===== src/hdl/tk1_cpu_pkg.sv =====
// CPU bus view and memory region constants used by the security monitor
package tk1_cpu_pkg;

  // ------------------------------------------------------------------------
  // CPU access as seen on the memory bus
  // ------------------------------------------------------------------------
  typedef struct packed {
    logic        valid;
    logic        instr;  // Instruction fetch
    logic [31:0] addr;
  } cpu_access_t;

  // ------------------------------------------------------------------------
  // Memory regions
  // ------------------------------------------------------------------------

  // Firmware RAM, never executable
  localparam logic [31:0] FW_RAM_FIRST = 32'hd0000000;
  localparam logic [31:0] FW_RAM_LAST  = 32'hd00007ff;

  // Main RAM is selected by addr[31:30]
  localparam logic [1:0] RAM_PREFIX = 2'b01;

  // Physical RAM is 128 KiB, so bits 29 down to 17 must be clear
  localparam int RAM_PHYS_BITS = 17;

endpackage


===== src/hdl/tk1_map_pkg.sv =====
// tk1 register map package with addresses, identity words and register port types
package tk1_map_pkg;

  // ------------------------------------------------------------------------
  // Register addresses
  // ------------------------------------------------------------------------
  typedef enum logic [7:0] {
    name0        = 8'h00,
    name1        = 8'h01,
    version      = 8'h02,
    switch_app   = 8'h08,
    led          = 8'h09,
    gpio         = 8'h0a,
    app_start    = 8'h0c,
    app_size     = 8'h0d,
    cdi_first    = 8'h20,   // CDI store spans 0x20..0x27
    cdi_last     = 8'h27,
    mon_ctrl     = 8'h60,
    mon_first    = 8'h61,
    mon_last     = 8'h62,
    system_reset = 8'h70
  } reg_addr_e;

  // ------------------------------------------------------------------------
  // Port types
  // ------------------------------------------------------------------------
  typedef struct packed {
    logic        cs;
    logic        we;
    logic [7:0]  address;
    logic [31:0] write_data;
  } reg_req_t;

  // r is bit 2, g bit 1, b bit 0
  typedef struct packed {
    logic r;
    logic g;
    logic b;
  } led_t;

  // ------------------------------------------------------------------------
  // Constants
  // ------------------------------------------------------------------------
  localparam logic [31:0] NAME0   = 32'h746b3120;  // "tk1 "
  localparam logic [31:0] NAME1   = 32'h6d6b6466;  // "mkdf"
  localparam logic [31:0] VERSION = 32'h00000005;

  localparam led_t LED_RESET = '{r: 1'b1, g: 1'b1, b: 1'b0};

  localparam int CDI_WORDS   = 8;
  localparam int BLINK_WIDTH = 24;  // Roughly 0.7 s half period at 24 MHz

endpackage


===== src/hdl/security_monitor.sv =====
// Execution window registers and sticky force_trap on access violations
`timescale 1ns/1ps

module security_monitor (
  input  logic                     clk,
  input  logic                     reset_n,
  input  tk1_map_pkg::reg_req_t    req,
  input  logic                     mon_locked,
  input  tk1_cpu_pkg::cpu_access_t cpu,
  output logic                     force_trap
);

  logic [31:0] win_first_q;
  logic [31:0] win_last_q;
  logic        force_trap_q;

  logic win_wr;
  logic ram_oob;
  logic fw_exec;
  logic win_exec;
  logic trap_set;

  // Window is writable until the monitor is locked
  assign win_wr = req.cs && req.we && !mon_locked;

  always_ff @(posedge clk) begin
    if (win_wr && req.address == tk1_map_pkg::mon_first) begin
      win_first_q <= req.write_data;
    end
    if (win_wr && req.address == tk1_map_pkg::mon_last) begin
      win_last_q <= req.write_data;
    end
  end

  // ------------------------------------------------------------------------
  // Violation checks
  // ------------------------------------------------------------------------
  assign ram_oob = (cpu.addr[31:30] == tk1_cpu_pkg::RAM_PREFIX) &&
                   (|cpu.addr[29:tk1_cpu_pkg::RAM_PHYS_BITS]);

  assign fw_exec = cpu.instr &&
                   (cpu.addr >= tk1_cpu_pkg::FW_RAM_FIRST) &&
                   (cpu.addr <= tk1_cpu_pkg::FW_RAM_LAST);

  assign win_exec = cpu.instr && mon_locked &&
                    (cpu.addr >= win_first_q) && (cpu.addr <= win_last_q);

  assign trap_set = cpu.valid && (ram_oob || fw_exec || win_exec);

  always_ff @(posedge clk) begin
    if (!reset_n) begin
      force_trap_q <= 1'b0;
    end else if (trap_set) begin
      force_trap_q <= 1'b1;  // Held until reset
    end
  end

  assign force_trap = force_trap_q;

  a_trap_sticky : assert property (
    @(posedge clk) disable iff (!reset_n) force_trap |=> force_trap
  );

endmodule


===== src/hdl/tk1_core.sv =====
// tk1 control and security core tying mode control, registers and monitor together
`timescale 1ns/1ps

module tk1_core #(
  parameter int blink_width = tk1_map_pkg::BLINK_WIDTH
) (
  input  logic                     clk,
  input  logic                     reset_n,
  input  logic                     cpu_trap,
  input  tk1_cpu_pkg::cpu_access_t cpu,
  input  logic                     gpio1,
  input  logic                     gpio2,
  input  tk1_map_pkg::reg_req_t    req,
  output logic [31:0]              read_data,
  output logic                     ready,
  output logic                     fw_app_mode,
  output logic                     force_trap,
  output logic                     system_reset,
  output tk1_map_pkg::led_t        led,
  output logic                     gpio3,
  output logic                     gpio4
);

  logic              mon_locked;
  tk1_map_pkg::led_t blink;

  tk1_mode_fsm u_mode_fsm (
    .clk          (clk),
    .reset_n      (reset_n),
    .req          (req),
    .app_mode     (fw_app_mode),
    .mon_locked   (mon_locked),
    .system_reset (system_reset)
  );

  trap_blink_timer #(
    .width (blink_width)
  ) u_blink_timer (
    .clk     (clk),
    .reset_n (reset_n),
    .blink   (blink)
  );

  tk1_regs u_regs (
    .clk       (clk),
    .reset_n   (reset_n),
    .req       (req),
    .app_mode  (fw_app_mode),
    .cpu_trap  (cpu_trap),
    .gpio1     (gpio1),
    .gpio2     (gpio2),
    .blink     (blink),
    .read_data (read_data),
    .ready     (ready),
    .gpio3     (gpio3),
    .gpio4     (gpio4),
    .led       (led)
  );

  security_monitor u_monitor (
    .clk        (clk),
    .reset_n    (reset_n),
    .req        (req),
    .mon_locked (mon_locked),
    .cpu        (cpu),
    .force_trap (force_trap)
  );

endmodule


===== src/hdl/tk1_mode_fsm.sv =====
// Mode and monitor lock state machines plus the system reset pulse
`timescale 1ns/1ps

module tk1_mode_fsm (
  input  logic                  clk,
  input  logic                  reset_n,
  input  tk1_map_pkg::reg_req_t req,
  output logic                  app_mode,
  output logic                  mon_locked,
  output logic                  system_reset
);

  typedef enum logic {
    fw_mode_st,
    app_mode_st
  } mode_e;

  typedef enum logic {
    mon_open_st,
    mon_locked_st
  } lock_e;

  mode_e mode_q;
  lock_e lock_q;
  logic  system_reset_q;
  logic  wr;

  assign wr = req.cs && req.we;

  // ------------------------------------------------------------------------
  // State registers, both one-way until reset
  // ------------------------------------------------------------------------
  always_ff @(posedge clk) begin
    if (!reset_n) begin
      mode_q         <= fw_mode_st;
      lock_q         <= mon_open_st;
      system_reset_q <= 1'b0;
    end else begin
      case (mode_q)
        fw_mode_st: if (wr && req.address == tk1_map_pkg::switch_app) mode_q <= app_mode_st;
        default:    mode_q <= app_mode_st;
      endcase

      case (lock_q)
        mon_open_st: if (wr && req.address == tk1_map_pkg::mon_ctrl) lock_q <= mon_locked_st;
        default:     lock_q <= mon_locked_st;
      endcase

      // One cycle pulse after the write
      system_reset_q <= wr && (req.address == tk1_map_pkg::system_reset);
    end
  end

  assign app_mode     = (mode_q == app_mode_st);
  assign mon_locked   = (lock_q == mon_locked_st);
  assign system_reset = system_reset_q;

  // ------------------------------------------------------------------------
  // Assertions
  // ------------------------------------------------------------------------
  a_app_mode_sticky : assert property (
    @(posedge clk) disable iff (!reset_n) app_mode |=> app_mode
  );

  // A reset request cannot be stretched by back-to-back pulses
  a_reset_single : assert property (
    @(posedge clk) disable iff (!reset_n) system_reset |=> !system_reset
  );

endmodule


===== src/hdl/tk1_regs.sv =====
// Register file with GPIO synchronisers, LED select and read data mux
`timescale 1ns/1ps

module tk1_regs (
  input  logic                  clk,
  input  logic                  reset_n,
  input  tk1_map_pkg::reg_req_t req,
  input  logic                  app_mode,
  input  logic                  cpu_trap,
  input  logic                  gpio1,
  input  logic                  gpio2,
  input  tk1_map_pkg::led_t     blink,
  output logic [31:0]           read_data,
  output logic                  ready,
  output logic                  gpio3,
  output logic                  gpio4,
  output tk1_map_pkg::led_t     led
);

  tk1_map_pkg::led_t led_q;
  logic              gpio3_q;
  logic              gpio4_q;
  logic [1:0]        gpio1_sync;
  logic [1:0]        gpio2_sync;
  logic [31:0]       app_start_q;
  logic [31:0]       app_size_q;
  logic [31:0]       cdi_mem [tk1_map_pkg::CDI_WORDS];

  logic wr;
  logic rd;
  logic cdi_hit;

  assign wr = req.cs && req.we;
  assign rd = req.cs && !req.we;

  assign cdi_hit = (req.address >= tk1_map_pkg::cdi_first) &&
                   (req.address <= tk1_map_pkg::cdi_last);

  // ------------------------------------------------------------------------
  // Control registers and GPIO synchronisers
  // ------------------------------------------------------------------------
  always_ff @(posedge clk) begin
    if (!reset_n) begin
      led_q      <= tk1_map_pkg::LED_RESET;
      gpio3_q    <= 1'b0;
      gpio4_q    <= 1'b0;
      gpio1_sync <= 2'b00;
      gpio2_sync <= 2'b00;
    end else begin
      gpio1_sync <= {gpio1_sync[0], gpio1};  // Two flops per input
      gpio2_sync <= {gpio2_sync[0], gpio2};

      if (wr && req.address == tk1_map_pkg::led) begin
        led_q <= req.write_data[2:0];
      end

      if (wr && req.address == tk1_map_pkg::gpio) begin
        gpio3_q <= req.write_data[2];
        gpio4_q <= req.write_data[3];
      end
    end
  end

  // ------------------------------------------------------------------------
  // Application registers and CDI store, frozen in application mode
  // ------------------------------------------------------------------------
  always_ff @(posedge clk) begin
    if (wr && !app_mode) begin
      if (req.address == tk1_map_pkg::app_start) begin
        app_start_q <= req.write_data;
      end
      if (req.address == tk1_map_pkg::app_size) begin
        app_size_q <= req.write_data;
      end
      if (cdi_hit) begin
        cdi_mem[req.address[2:0]] <= req.write_data;
      end
    end
  end

  // ------------------------------------------------------------------------
  // Read mux, zero latency
  // ------------------------------------------------------------------------
  always_comb begin
    read_data = 32'h0;
    if (rd) begin
      case (req.address)
        tk1_map_pkg::name0:      read_data = tk1_map_pkg::NAME0;
        tk1_map_pkg::name1:      read_data = tk1_map_pkg::NAME1;
        tk1_map_pkg::version:    read_data = tk1_map_pkg::VERSION;
        tk1_map_pkg::switch_app: read_data = {32{app_mode}};
        tk1_map_pkg::led:        read_data = {29'h0, led_q};
        tk1_map_pkg::gpio: begin
          read_data = {28'h0, gpio4_q, gpio3_q, gpio2_sync[1], gpio1_sync[1]};
        end
        tk1_map_pkg::app_start:  read_data = app_start_q;
        tk1_map_pkg::app_size:   read_data = app_size_q;
        default: begin
          if (cdi_hit) begin
            read_data = cdi_mem[req.address[2:0]];
          end
        end
      endcase
    end
  end

  assign ready = req.cs;  // Never stalls
  assign gpio3 = gpio3_q;
  assign gpio4 = gpio4_q;

  // Trap blink overrides the LED register
  assign led = cpu_trap ? blink : led_q;

endmodule


===== src/hdl/trap_blink_timer.sv =====
// Free-running counter that toggles the red trap blink pattern
`timescale 1ns/1ps

module trap_blink_timer #(
  parameter int width = tk1_map_pkg::BLINK_WIDTH
) (
  input  logic              clk,
  input  logic              reset_n,
  output tk1_map_pkg::led_t blink
);

  logic [width-1:0] count_q;
  logic             red_q;

  always_ff @(posedge clk) begin
    if (!reset_n) begin
      count_q <= '0;
      red_q   <= 1'b0;
    end else begin
      count_q <= count_q + 1'b1;  // Wraps around
      if (count_q == '0) begin
        red_q <= ~red_q;
      end
    end
  end

  // Only red blinks
  assign blink = '{r: red_q, g: 1'b0, b: 1'b0};

endmodule


===== config.mk =====
export PLATFORM = sky130hd
export DESIGN_NAME = tk1_core
export DESIGN_NICKNAME = d
export VERILOG_FILES = /design/src/hdl/tk1_cpu_pkg.sv /design/src/hdl/tk1_map_pkg.sv /design/src/hdl/security_monitor.sv /design/src/hdl/tk1_core.sv /design/src/hdl/tk1_mode_fsm.sv /design/src/hdl/tk1_regs.sv /design/src/hdl/trap_blink_timer.sv
export SDC_FILE = /design/constraint.sdc
export NUM_CORES = 1
export LEC_CHECK = 0
export BUFFER_PORTS_ARGS = -buffer_cell sky130_fd_sc_hd__clkbuf_2
export CAP_MARGIN = 10
export CORE_MARGIN = 5
export CORE_UTILIZATION = 25
export DETAILED_ROUTE_END_ITERATION = 8
export SYNTH_ARGS = -nofsm -noshare
export SYNTH_HDL_FRONTEND = slang
export SYNTH_HIERARCHICAL = 1
export SYNTH_SLANG_ARGS = --single-unit

===== constraint.sdc =====
create_clock -name clk -period 12 [get_ports clk]
set_input_delay 2.4 -clock clk [delete_from_list [all_inputs] [get_ports clk]]
set_output_delay 2.4 -clock clk [all_outputs]
set_load 0.005 [all_outputs]

Word level (Yosys, flattened, before mapping)
Memories as Yosys holds them, arrays and structs flattened. Cells that the tools add are included.

Register bits: 166. Bits in latches: 0. RAM bits: 256. Bits in read-only memories: 0. Input port bits: 81. Output and inout port bits: 41. Logic and storage cells: 78. Memories kept: 1.

Memories: u_regs.cdi_mem (words 8, bits a word 32, rd ports 1, clocked after memory_dff 0, wr ports 1, line tk1_regs.sv:27) `logic [31:0] cdi_mem [tk1_map_pkg::CDI_WORDS];`.

Add/subtract/negate cells: 1. $mul: 0. Divide/modulo/power cells: 0. Order comparisons: 6. Equal/unequal tests: 12. Shifts and indexed selects: 0. Mux-type cells: 11. Bitwise gates (word level): 1. Reduce and logical (&&, ||, !) cells: 29.

Operator list (count): $pmux 32 s8 (1); $mux 32 (2); $eq 8x4->1 const B (5); $eq 8x7->1 const B (4); $ge 32x32->1 (1); $ge 32x32->1 const B (1); $le 32x32->1 (1); $le 32x32->1 const B (1); $add 24x1->24 const B (1); $logic_not 24->1 (1); $logic_and 1x1->1 (19); $reduce_or 13->1 (1); $eq 8x1->1 const B (1); $eq 8x2->1 const B (1); $ge 8x6->1 const B (1); $le 8x6->1 const B (1); $logic_not 8->1 (1); $mux 1 (7); $reduce_and 2->1 (2); $logic_not 1->1 (3); $mux 3 (1); $eq 2x1->1 const B (1); $logic_or 1x1->1 (2); $not 1->1 (1).

Depth between registers and ports, before layout
Gate-level depths: netlist of run 1.

Depth after elaboration: 6. Mapped depth: 8. Gate-level depth less buffers: 8.

Hierarchy
The synthesis of run 1 kept the hierarchy.

Modules (own cells, without submodules): tk1_regs (instances 1, cells an instance 682, area an instance 13140.1 µm², seq. area each 9789.4 µm²); security_monitor (instances 1, cells an instance 305, area an instance 3689.8 µm², seq. area each 1941.9 µm²); trap_blink_timer (instances 1, cells an instance 143, area an instance 1273.7 µm², seq. area each 500.5 µm²); tk1_mode_fsm (instances 1, cells an instance 14, area an instance 146.4 µm², seq. area each 60.1 µm²).

Least setup slack after synthesis of run 1
OpenSTA, ideal clock, no wires.

Path type: input -> output. Start point: input port req[39] (netlist name). End point: output port read_data[12]. Data arrival time: 3.952 ns. Data required time: 9.600 ns. Setup slack: 5.648 ns. Stages on the path: 5. Buffers on the path: 2. Cell sequence: or4_1 > buf_2 > or4_4 > buf_6 > a211oi_1.

Word-level cells in the longest chain between the ends: 5. Elaborated cells on any way between the ends: 14. Those cells by class: order compare (2); eq/ne (7); mux (3); reduce/logical (2).

RTL lines: start: declaration (line tk1_core.sv:13) `input tk1_map_pkg::reg_req_t req,`; $ge 8x6->1 or $le 8x6->1 (tied branches) (line tk1_regs.sv:36, tk1_regs.sv:37); $logic_and 1x1->1 (line tk1_regs.sv:36) `assign cdi_hit = (req.address >= tk1_map_pkg::cdi_first) &&`; $mux 32 (line tk1_regs.sv:99) `if (cdi_hit) begin`; $pmux 32 s8 (*) (line tk1_regs.sv:87) `case (req.address)`; $mux 32 (*) (line tk1_regs.sv:86) `if (rd) begin`; end: declaration (line tk1_core.sv:14) `output logic [31:0] read_data,`.

Every way passes the cells marked *; elsewhere a longest branch is shown, timed or not.

Worst setup path in the final report of run 1
Start point: input port req[38] (netlist name). End point: output port read_data[5].

Same word-level chain as after synthesis.

==> results of run 1 <==
==> critical path, cell delays in order <==
cell	delay, ns
sky130_fd_sc_hd__clkbuf_2	0.15
sky130_fd_sc_hd__or4_1	0.88
sky130_fd_sc_hd__nor3_2	0.69
sky130_fd_sc_hd__buf_4	0.40
sky130_fd_sc_hd__a31oi_1	0.09
sky130_fd_sc_hd__a221oi_1	0.49
sky130_fd_sc_hd__clkbuf_2	0.20
==> logic make-up (layout without fill, tap and decap cells) <==
| kind of cell | after synthesis | after routing | synth area share, % |
|---|---|---|---|
| simple gates | 249 | 249 | 7.788 |
| other cells | 1 | 6 | 0.02055 |
| mux | 121 | 121 | 11.06 |
| fa+ha+maj | 66 | 66 | 4.525 |
| xor+xnor | 12 | 12 | 0.5759 |
| buf+inv | 121 | 295 | 2.825 |
| flops | 422 | 422 | 67.35 |
| compound gates | 152 | 152 | 5.855 |
==> flip-flops by register name, indices dropped and copies added (netlist names), 2 cells and up <==
register	cells
u_blink_timer/count_q	24
u_monitor/win_first_q	32
u_monitor/win_last_q	32
u_regs/app_size_q	32
u_regs/app_start_q	32
u_regs/cdi_mem	256
u_regs/gpio1_sync	2
u_regs/gpio2_sync	2
u_regs/led_q	3
==> per-stage QoR <==
stage	power (mW)	hold slack (ns)	instances	util, %
detailed placement	1.797	0.4407	2196	27.62
CTS	3.207	0.4578	2278	29.66
floorplan	1.721	0.4118	1145	-
global route	3.277	0.4738	2278	29.66
finish	3.166	0.4515	2282	29.68
global placement	1.792	0.4312	2196	27.62
==> routing by layer <==
metal	up-vias	GRT usage, %	wire length, µm
met1	5499	16.94	21420
met3	75	2.887	3751
li1	4794	-	-
met2	400	20.58	24030
met4	4	2.940	1022
met5	-	0	21
==> where the power goes <==
part	internal, mW	switching [mW]	total [mW]
combinational	0.0582	0.0991	0.157
sequential	1.61	0.00232	1.61
clock	0.804	0.598	1.40
==> placed cells by master, fill, tap and decap left out, types with 8 or more instances in the layout <==
master	netlist	routed
sky130_fd_sc_hd__nor4_1	12	12
sky130_fd_sc_hd__mux2i_1	25	25
sky130_fd_sc_hd__inv_1	67	67
sky130_fd_sc_hd__a211oi_1	17	17
sky130_fd_sc_hd__clkbuf_16	0	46
sky130_fd_sc_hd__a21oi_1	29	29
sky130_fd_sc_hd__clkinv_2	0	8
sky130_fd_sc_hd__o21ai_0	12	12
sky130_fd_sc_hd__a221oi_1	21	21
sky130_fd_sc_hd__clkbuf_2	1	119
sky130_fd_sc_hd__dfxtp_1	38	38
sky130_fd_sc_hd__mux2_2	35	35
sky130_fd_sc_hd__and2_1	19	19
sky130_fd_sc_hd__nand2b_1	13	13
sky130_fd_sc_hd__nand4_1	16	16
sky130_fd_sc_hd__ha_1	66	66
sky130_fd_sc_hd__nor2_1	17	10
sky130_fd_sc_hd__nand2_1	80	80
sky130_fd_sc_hd__a31oi_1	21	21
sky130_fd_sc_hd__nor2b_1	10	10
sky130_fd_sc_hd__edfxtp_1	384	384
sky130_fd_sc_hd__buf_4	4	27
sky130_fd_sc_hd__nand3_1	19	19
sky130_fd_sc_hd__clkinv_1	0	8
sky130_fd_sc_hd__mux4_2	61	61
==> area by class of cell <==
type | instances | share of cell area, %
Multi-Input combinational cell | 602 | 25.67
Inverter | 67 | 1.165
Tap cell | 959 | 5.561
Clock buffer | 53 | 5.503
Timing Repair Buffer | 146 | 3.699
Clock inverter | 29 | 1.392
Sequential cell | 422 | 56.96
Antenna cell | 4 | 0.04639
==> worst max-delay path by stage <==
stage	from	to	slack [ns]	depth (start not counted)
final	req[38]	read_data[5]	4.26	7
after global routing	req[34]	read_data[26]	4.09	7
after CTS	req[34]	read_data[4]	4.23	7
after detailed placement	req[34]	read_data[4]	4.24	7
after global placement	req[34]	read_data[29]	4.31	7
after floorplan	req[39]	read_data[12]	5.65	5
==> results.cfg, run 1 <==
[run_status]
run_status = finished clean

[setup_path]
max_fanout_on_critical_path = 15
worstPathArrival_ns = 5.34
critical_path.startpoint_type = primary input
worst_r2r_path_depth = 4
regToRegStartpoint = u_mode_fsm/app_mode$_SDFF_PN0_
crit_path_end_kind = output port
worst_reg2reg_endpoint = u_regs/cdi_mem[1][30]$_DFFE_PP_
timing_worst_setup_path_type = in -> out
setup.reg_to_reg.worst_slack_ns = 9.22
cp_data_required_time_ns = 9.60

[sta]
finalCritPeriodShare_pct = 64.51
grt_setup_unrepaired = false
report.final.slew_viol_count = 0
final.setup_skew_ns = 0.02553
worst_slack_ns = 4.258
final_tns_setup_ns = 0
finalHoldViolCount = 0
final_period_minus_worst_setup_slack_ns = 7.742
fmaxAchievable_mhz = 129.2
worst_pin_slew_ns = 1.040
setup_viol = 0
slew-limit-headroom_pct = 30.68

[cells_and_area]
multi_input_comb_area_um2 = 5539
fillCellCount = 7161
storage_cell_area_um2 = 12290
drive_above_1_share_pct = 25.93
syn2layout_area_growth_pct = 18.24
fin_nets = 1432
post-route-cell-area_um2 = 21580

[floorplan]
floorplan.die_area_um2 = 78500
core.rowCount = 99
io_pins = 122
core-area_um2 = 72710
dieWidth_um = 280.2
effective_utilization_at_floorplan_pct = 25.10
die_height_um = 280.2

[detailed_routing]
routed_wire_length_per_instance_um = 22.02
drtPass1Iterations = 5
route.vias.total = 10772
routed_via_density = 4.720
antenna_violating_nets_post_route = 0
drc = 0
finalWirelength_mm = 50.24
drt_iter0_markers = 865

[placement]
pre_cts_slack_ns = 4.237
portBuffers = 121
post-dp-hpwl_mm = 33.01
gp_routability_congestion = 0.8293
detailed_place.area_um2 = 20080

[synth]
yosysTopAreaCellShare_pct = 63.18
ys_top_cells_by_count = 384 x sky130_fd_sc_hd__edfxtp_1, 80 x sky130_fd_sc_hd__nand2_1, 67 x sky130_fd_sc_hd__inv_1
yosysWarningCount = 6
synthCells = 1144
synth_top_flop_cell = sky130_fd_sc_hd__edfxtp_1
synth-seq-cells = 422
synthTopCellsByArea = sky130_fd_sc_hd__edfxtp_1 63%, sky130_fd_sc_hd__mux4_2 7.5%, sky130_fd_sc_hd__ha_1 4.5%
async_flop_share_pct = 0
synth-seq-area-share_pct = 67.35
yosys.cell_count.top_type = sky130_fd_sc_hd__edfxtp_1
number_of_enable_type_register_cells_in_the_synthesized_netlist = 384
netlist.top_cell.by_area = sky130_fd_sc_hd__edfxtp_1
synth_area_per_cell_um2 = 15.95
count_of_cell_types_in_the_netlist = 80
post_synthesis_cell_area_um2 = 18250

[cts]
clock_tree.buffer_depth = 3
cts_tree = yes
postCtsSetupBuffers = 0
cts_hold_repair.buffers = 0
tritoncts.num_buffers = 46
post_cts_resize_count = 0
clock-root-buffer = sky130_fd_sc_hd__clkbuf_16
clkTransAtPathRegs_ns = 0.07
worstSkewPairLatency_ns = 0.60
cts_htree_levels = 2
cts_sinks = 422

[power]
power_per_cell_area_nw_per_um2 = 146.7
vdd.ir_drop.worst_mv = 0.07029
leakage_nw = 7.350

[grt]
grt_util_all_layers_pct = 12.51
first_global_vias = 11005
grt_pass1_wl_mm = 73.44
largest_net_degree_at_the_start_of_global_routing = 59
grt_overflow = 0
antenna_found_initial = 6

[worst_hold_path]
timing.hold.worst.start = u_regs/gpio1_sync[0]$_SDFF_PN0_
hold_end = u_regs/gpio1_sync[1]$_SDFF_PN0_
hold_depth = 1
timing.hold.worst.class = reg -> reg

[run]
drv.max_cap_violation_count = 0
No activity file was read; power rests on OpenSTA's default activity.
==> inputs of run 2 (changes only) <==
clock period = 7.2 ns   (was 12 ns; I/O delays follow)
==> run 2 against run 1 <==
Global-route usage decreased by 0.21 points. Clock skew decreased by 0.0062 ns. Final cell count about the same. Largest cell class unchanged. Final area increased by 0.67%. Largest power group unchanged. Non-clock buffer count increased by 4. Die area unchanged. Utilization increased by 0.20 points. Sequential cell count unchanged. First-iteration DRC count decreased by 9.6%.
==> results.cfg, run 2 (synthesis results as in run 1) <==
[run_status]
run_status = finished clean

[floorplan]
effective_utilization_at_floorplan_pct = 25.10
core-area_um2 = 72710
io_pins = 122
floorplan.die_area_um2 = 78500
core.rowCount = 99
dieWidth_um = 280.2
die_height_um = 280.2

[cts]
clkTransAtPathRegs_ns = 0.06
clock_tree.buffer_depth = 3
cts_htree_levels = 2
worstSkewPairLatency_ns = 0.57
postCtsSetupBuffers = 0
cts_sinks = 422
clock-root-buffer = sky130_fd_sc_hd__clkbuf_16
cts_hold_repair.buffers = 0
post_cts_resize_count = 0
tritoncts.num_buffers = 45
cts_tree = yes

[grt]
grt_overflow = 0
grt_util_all_layers_pct = 12.31
first_global_vias = 10822
antenna_found_initial = 8
grt_pass1_wl_mm = 72.15
global_route.usage.met1_pct = 16.28
top_usage_layer_grt = met2
grt_use_met3_pct = 2.530
largest_net_degree_at_the_start_of_global_routing = 51
grt.met2_usage_pct = 20.55

[power]
power.net_switching_mw = 1.153
leakage_nw = 7.424
vdd.ir_drop.worst_mv = 0.1597
power_per_cell_area_nw_per_um2 = 249.3
pwr-share-comb_pct = 4.9
p_sw_share_pct = 21.29
share_clk_of_total_power_pct = 45.7
cell_internal_pwr_mw = 4.263
share_seq_of_total_power_pct = 49.5

[detailed_routing]
route.vias.total = 10777
routed_via_density = 4.718
drc = 0
drt_iter0_markers = 782
drtPass1Iterations = 5
finalWirelength_mm = 49.45
routed_wire_length_per_instance_um = 21.65
antenna_violating_nets_post_route = 0

[cells_and_area]
layout.cells.most_common_list = 384 x sky130_fd_sc_hd__edfxtp_1, 119 x sky130_fd_sc_hd__clkbuf_2, 80 x sky130_fd_sc_hd__nand2_1
syn2layout_area_growth_pct = 19.03
flip_flop_count_of_the_largest_register_after_layout = 256
post-route-util_pct = 29.88
post-route-cell-area_um2 = 21720
drive_above_1_share_pct = 26.59
most_common_cell_after_layout_fill_and_taps_aside = sky130_fd_sc_hd__edfxtp_1
fin_nets = 1435

[sta]
final_tns_setup_ns = 0
final_period_minus_worst_setup_slack_ns = 5.895
finalHoldViolCount = 0
slew-limit-headroom_pct = 31.36
finalCritPeriodShare_pct = 81.88
setup_viol = 0
worst_pin_slew_ns = 1.030
fmaxAchievable_mhz = 169.6
grt_setup_unrepaired = false
report.final.slew_viol_count = 0
final.setup_skew_ns = 0.01937

[setup_path]
crit_path_end_kind = output port
cp_data_required_time_ns = 5.76
critical_path.startpoint_type = primary input
setup.reg_to_reg.worst_slack_ns = 4.61
worst_r2r_path_depth = 4
regToRegStartpoint = u_mode_fsm/app_mode$_SDFF_PN0_
max_fanout_on_critical_path = 15
worstPathArrival_ns = 4.46
worst_reg2reg_endpoint = u_regs/cdi_mem[3][12]$_DFFE_PP_
timing_worst_setup_path_type = in -> out

[placement]
post-dp-hpwl_mm = 33.09
gp_routability_congestion = 0.8067
portBuffers = 121
detailed_place.area_um2 = 20100

[run]
drv.max_cap_violation_count = 0

[worst_hold_path]
timing.hold.worst.start = u_regs/gpio2_sync[0]$_SDFF_PN0_
timing.hold.worst.class = reg -> reg
hold_end = u_regs/gpio2_sync[1]$_SDFF_PN0_
hold_depth = 1
==> run 2: cell count changes in the layout (fill, tap and decap cells not counted), moves of 2 or more <==
cell,previous run,this run
sky130_fd_sc_hd__bufinv_16,4,8
sky130_fd_sc_hd__inv_6,3,1
sky130_fd_sc_hd__diode_2,4,1
sky130_fd_sc_hd__clkinv_1,8,4
sky130_fd_sc_hd__buf_4,27,30
sky130_fd_sc_hd__clkinv_4,0,4
==> run 2: final cells by class <==
cell class | count | area (µm²)
multi-input cells | 602 | 5539
fillers | 7146 | 50990
flip-flops and latches | 422 | 12290
clock buffers | 53 | 1197
inverters | 67 | 251.5
clock inverters | 30 | 400.4
well taps | 959 | 1200
repair buffers | 150 | 840.8
diodes | 1 | 2.502
==> run 2: metrics by stage <==
step           std cells  power [mW]  setup WS, ns  hold WS [ns]
2_1_floorplan       1145       2.869         2.008        0.4118
3_3_place_gp        2199       2.990         1.300        0.4381
3_5_place_dp        2199       2.996         1.328        0.4308
4_1_cts             2282       5.480         1.306        0.4459
5_1_grt             2283       5.614         1.231        0.4680
6_report            2284       5.416         1.305        0.4380
==> run 2: how the worst max path moves through the flow <==
stage,to,depth (start not counted),startpoint
floorplan,u_regs/cdi_mem[1][0]$_DFFE_PP_,6,req[32]
global placement,read_data[31],6,req[39]
detailed placement,read_data[31],6,req[38]
CTS,read_data[31],6,req[38]
global route,read_data[31],6,req[38]
finish,read_data[31],6,req[38]
==> run 2: power groups by stage <==
stage	Combinational (mW)	Sequential, mW	Clock, mW
after floorplan	0.138	2.73	0
after global placement	0.259	2.73	0
after detailed placement	0.265	2.73	0
after CTS	0.266	2.68	2.54
after global routing	0.287	2.68	2.65
final	0.263	2.68	2.47
==> run 2: routing by layer <==
metal	wire length, µm	part of all wire, %
met5	41	0.083
met4	1252	2.5
met3	3302	6.7
met2	23890	48
met1	20960	42
==> run 2: critical path: stages <==
cell and delay, ns:
sky130_fd_sc_hd__clkbuf_2 0.15, sky130_fd_sc_hd__or4_1 0.91, sky130_fd_sc_hd__nor3_2 0.91, sky130_fd_sc_hd__a31oi_1 0.07, sky130_fd_sc_hd__a221oi_1 0.72, sky130_fd_sc_hd__clkbuf_2 0.24
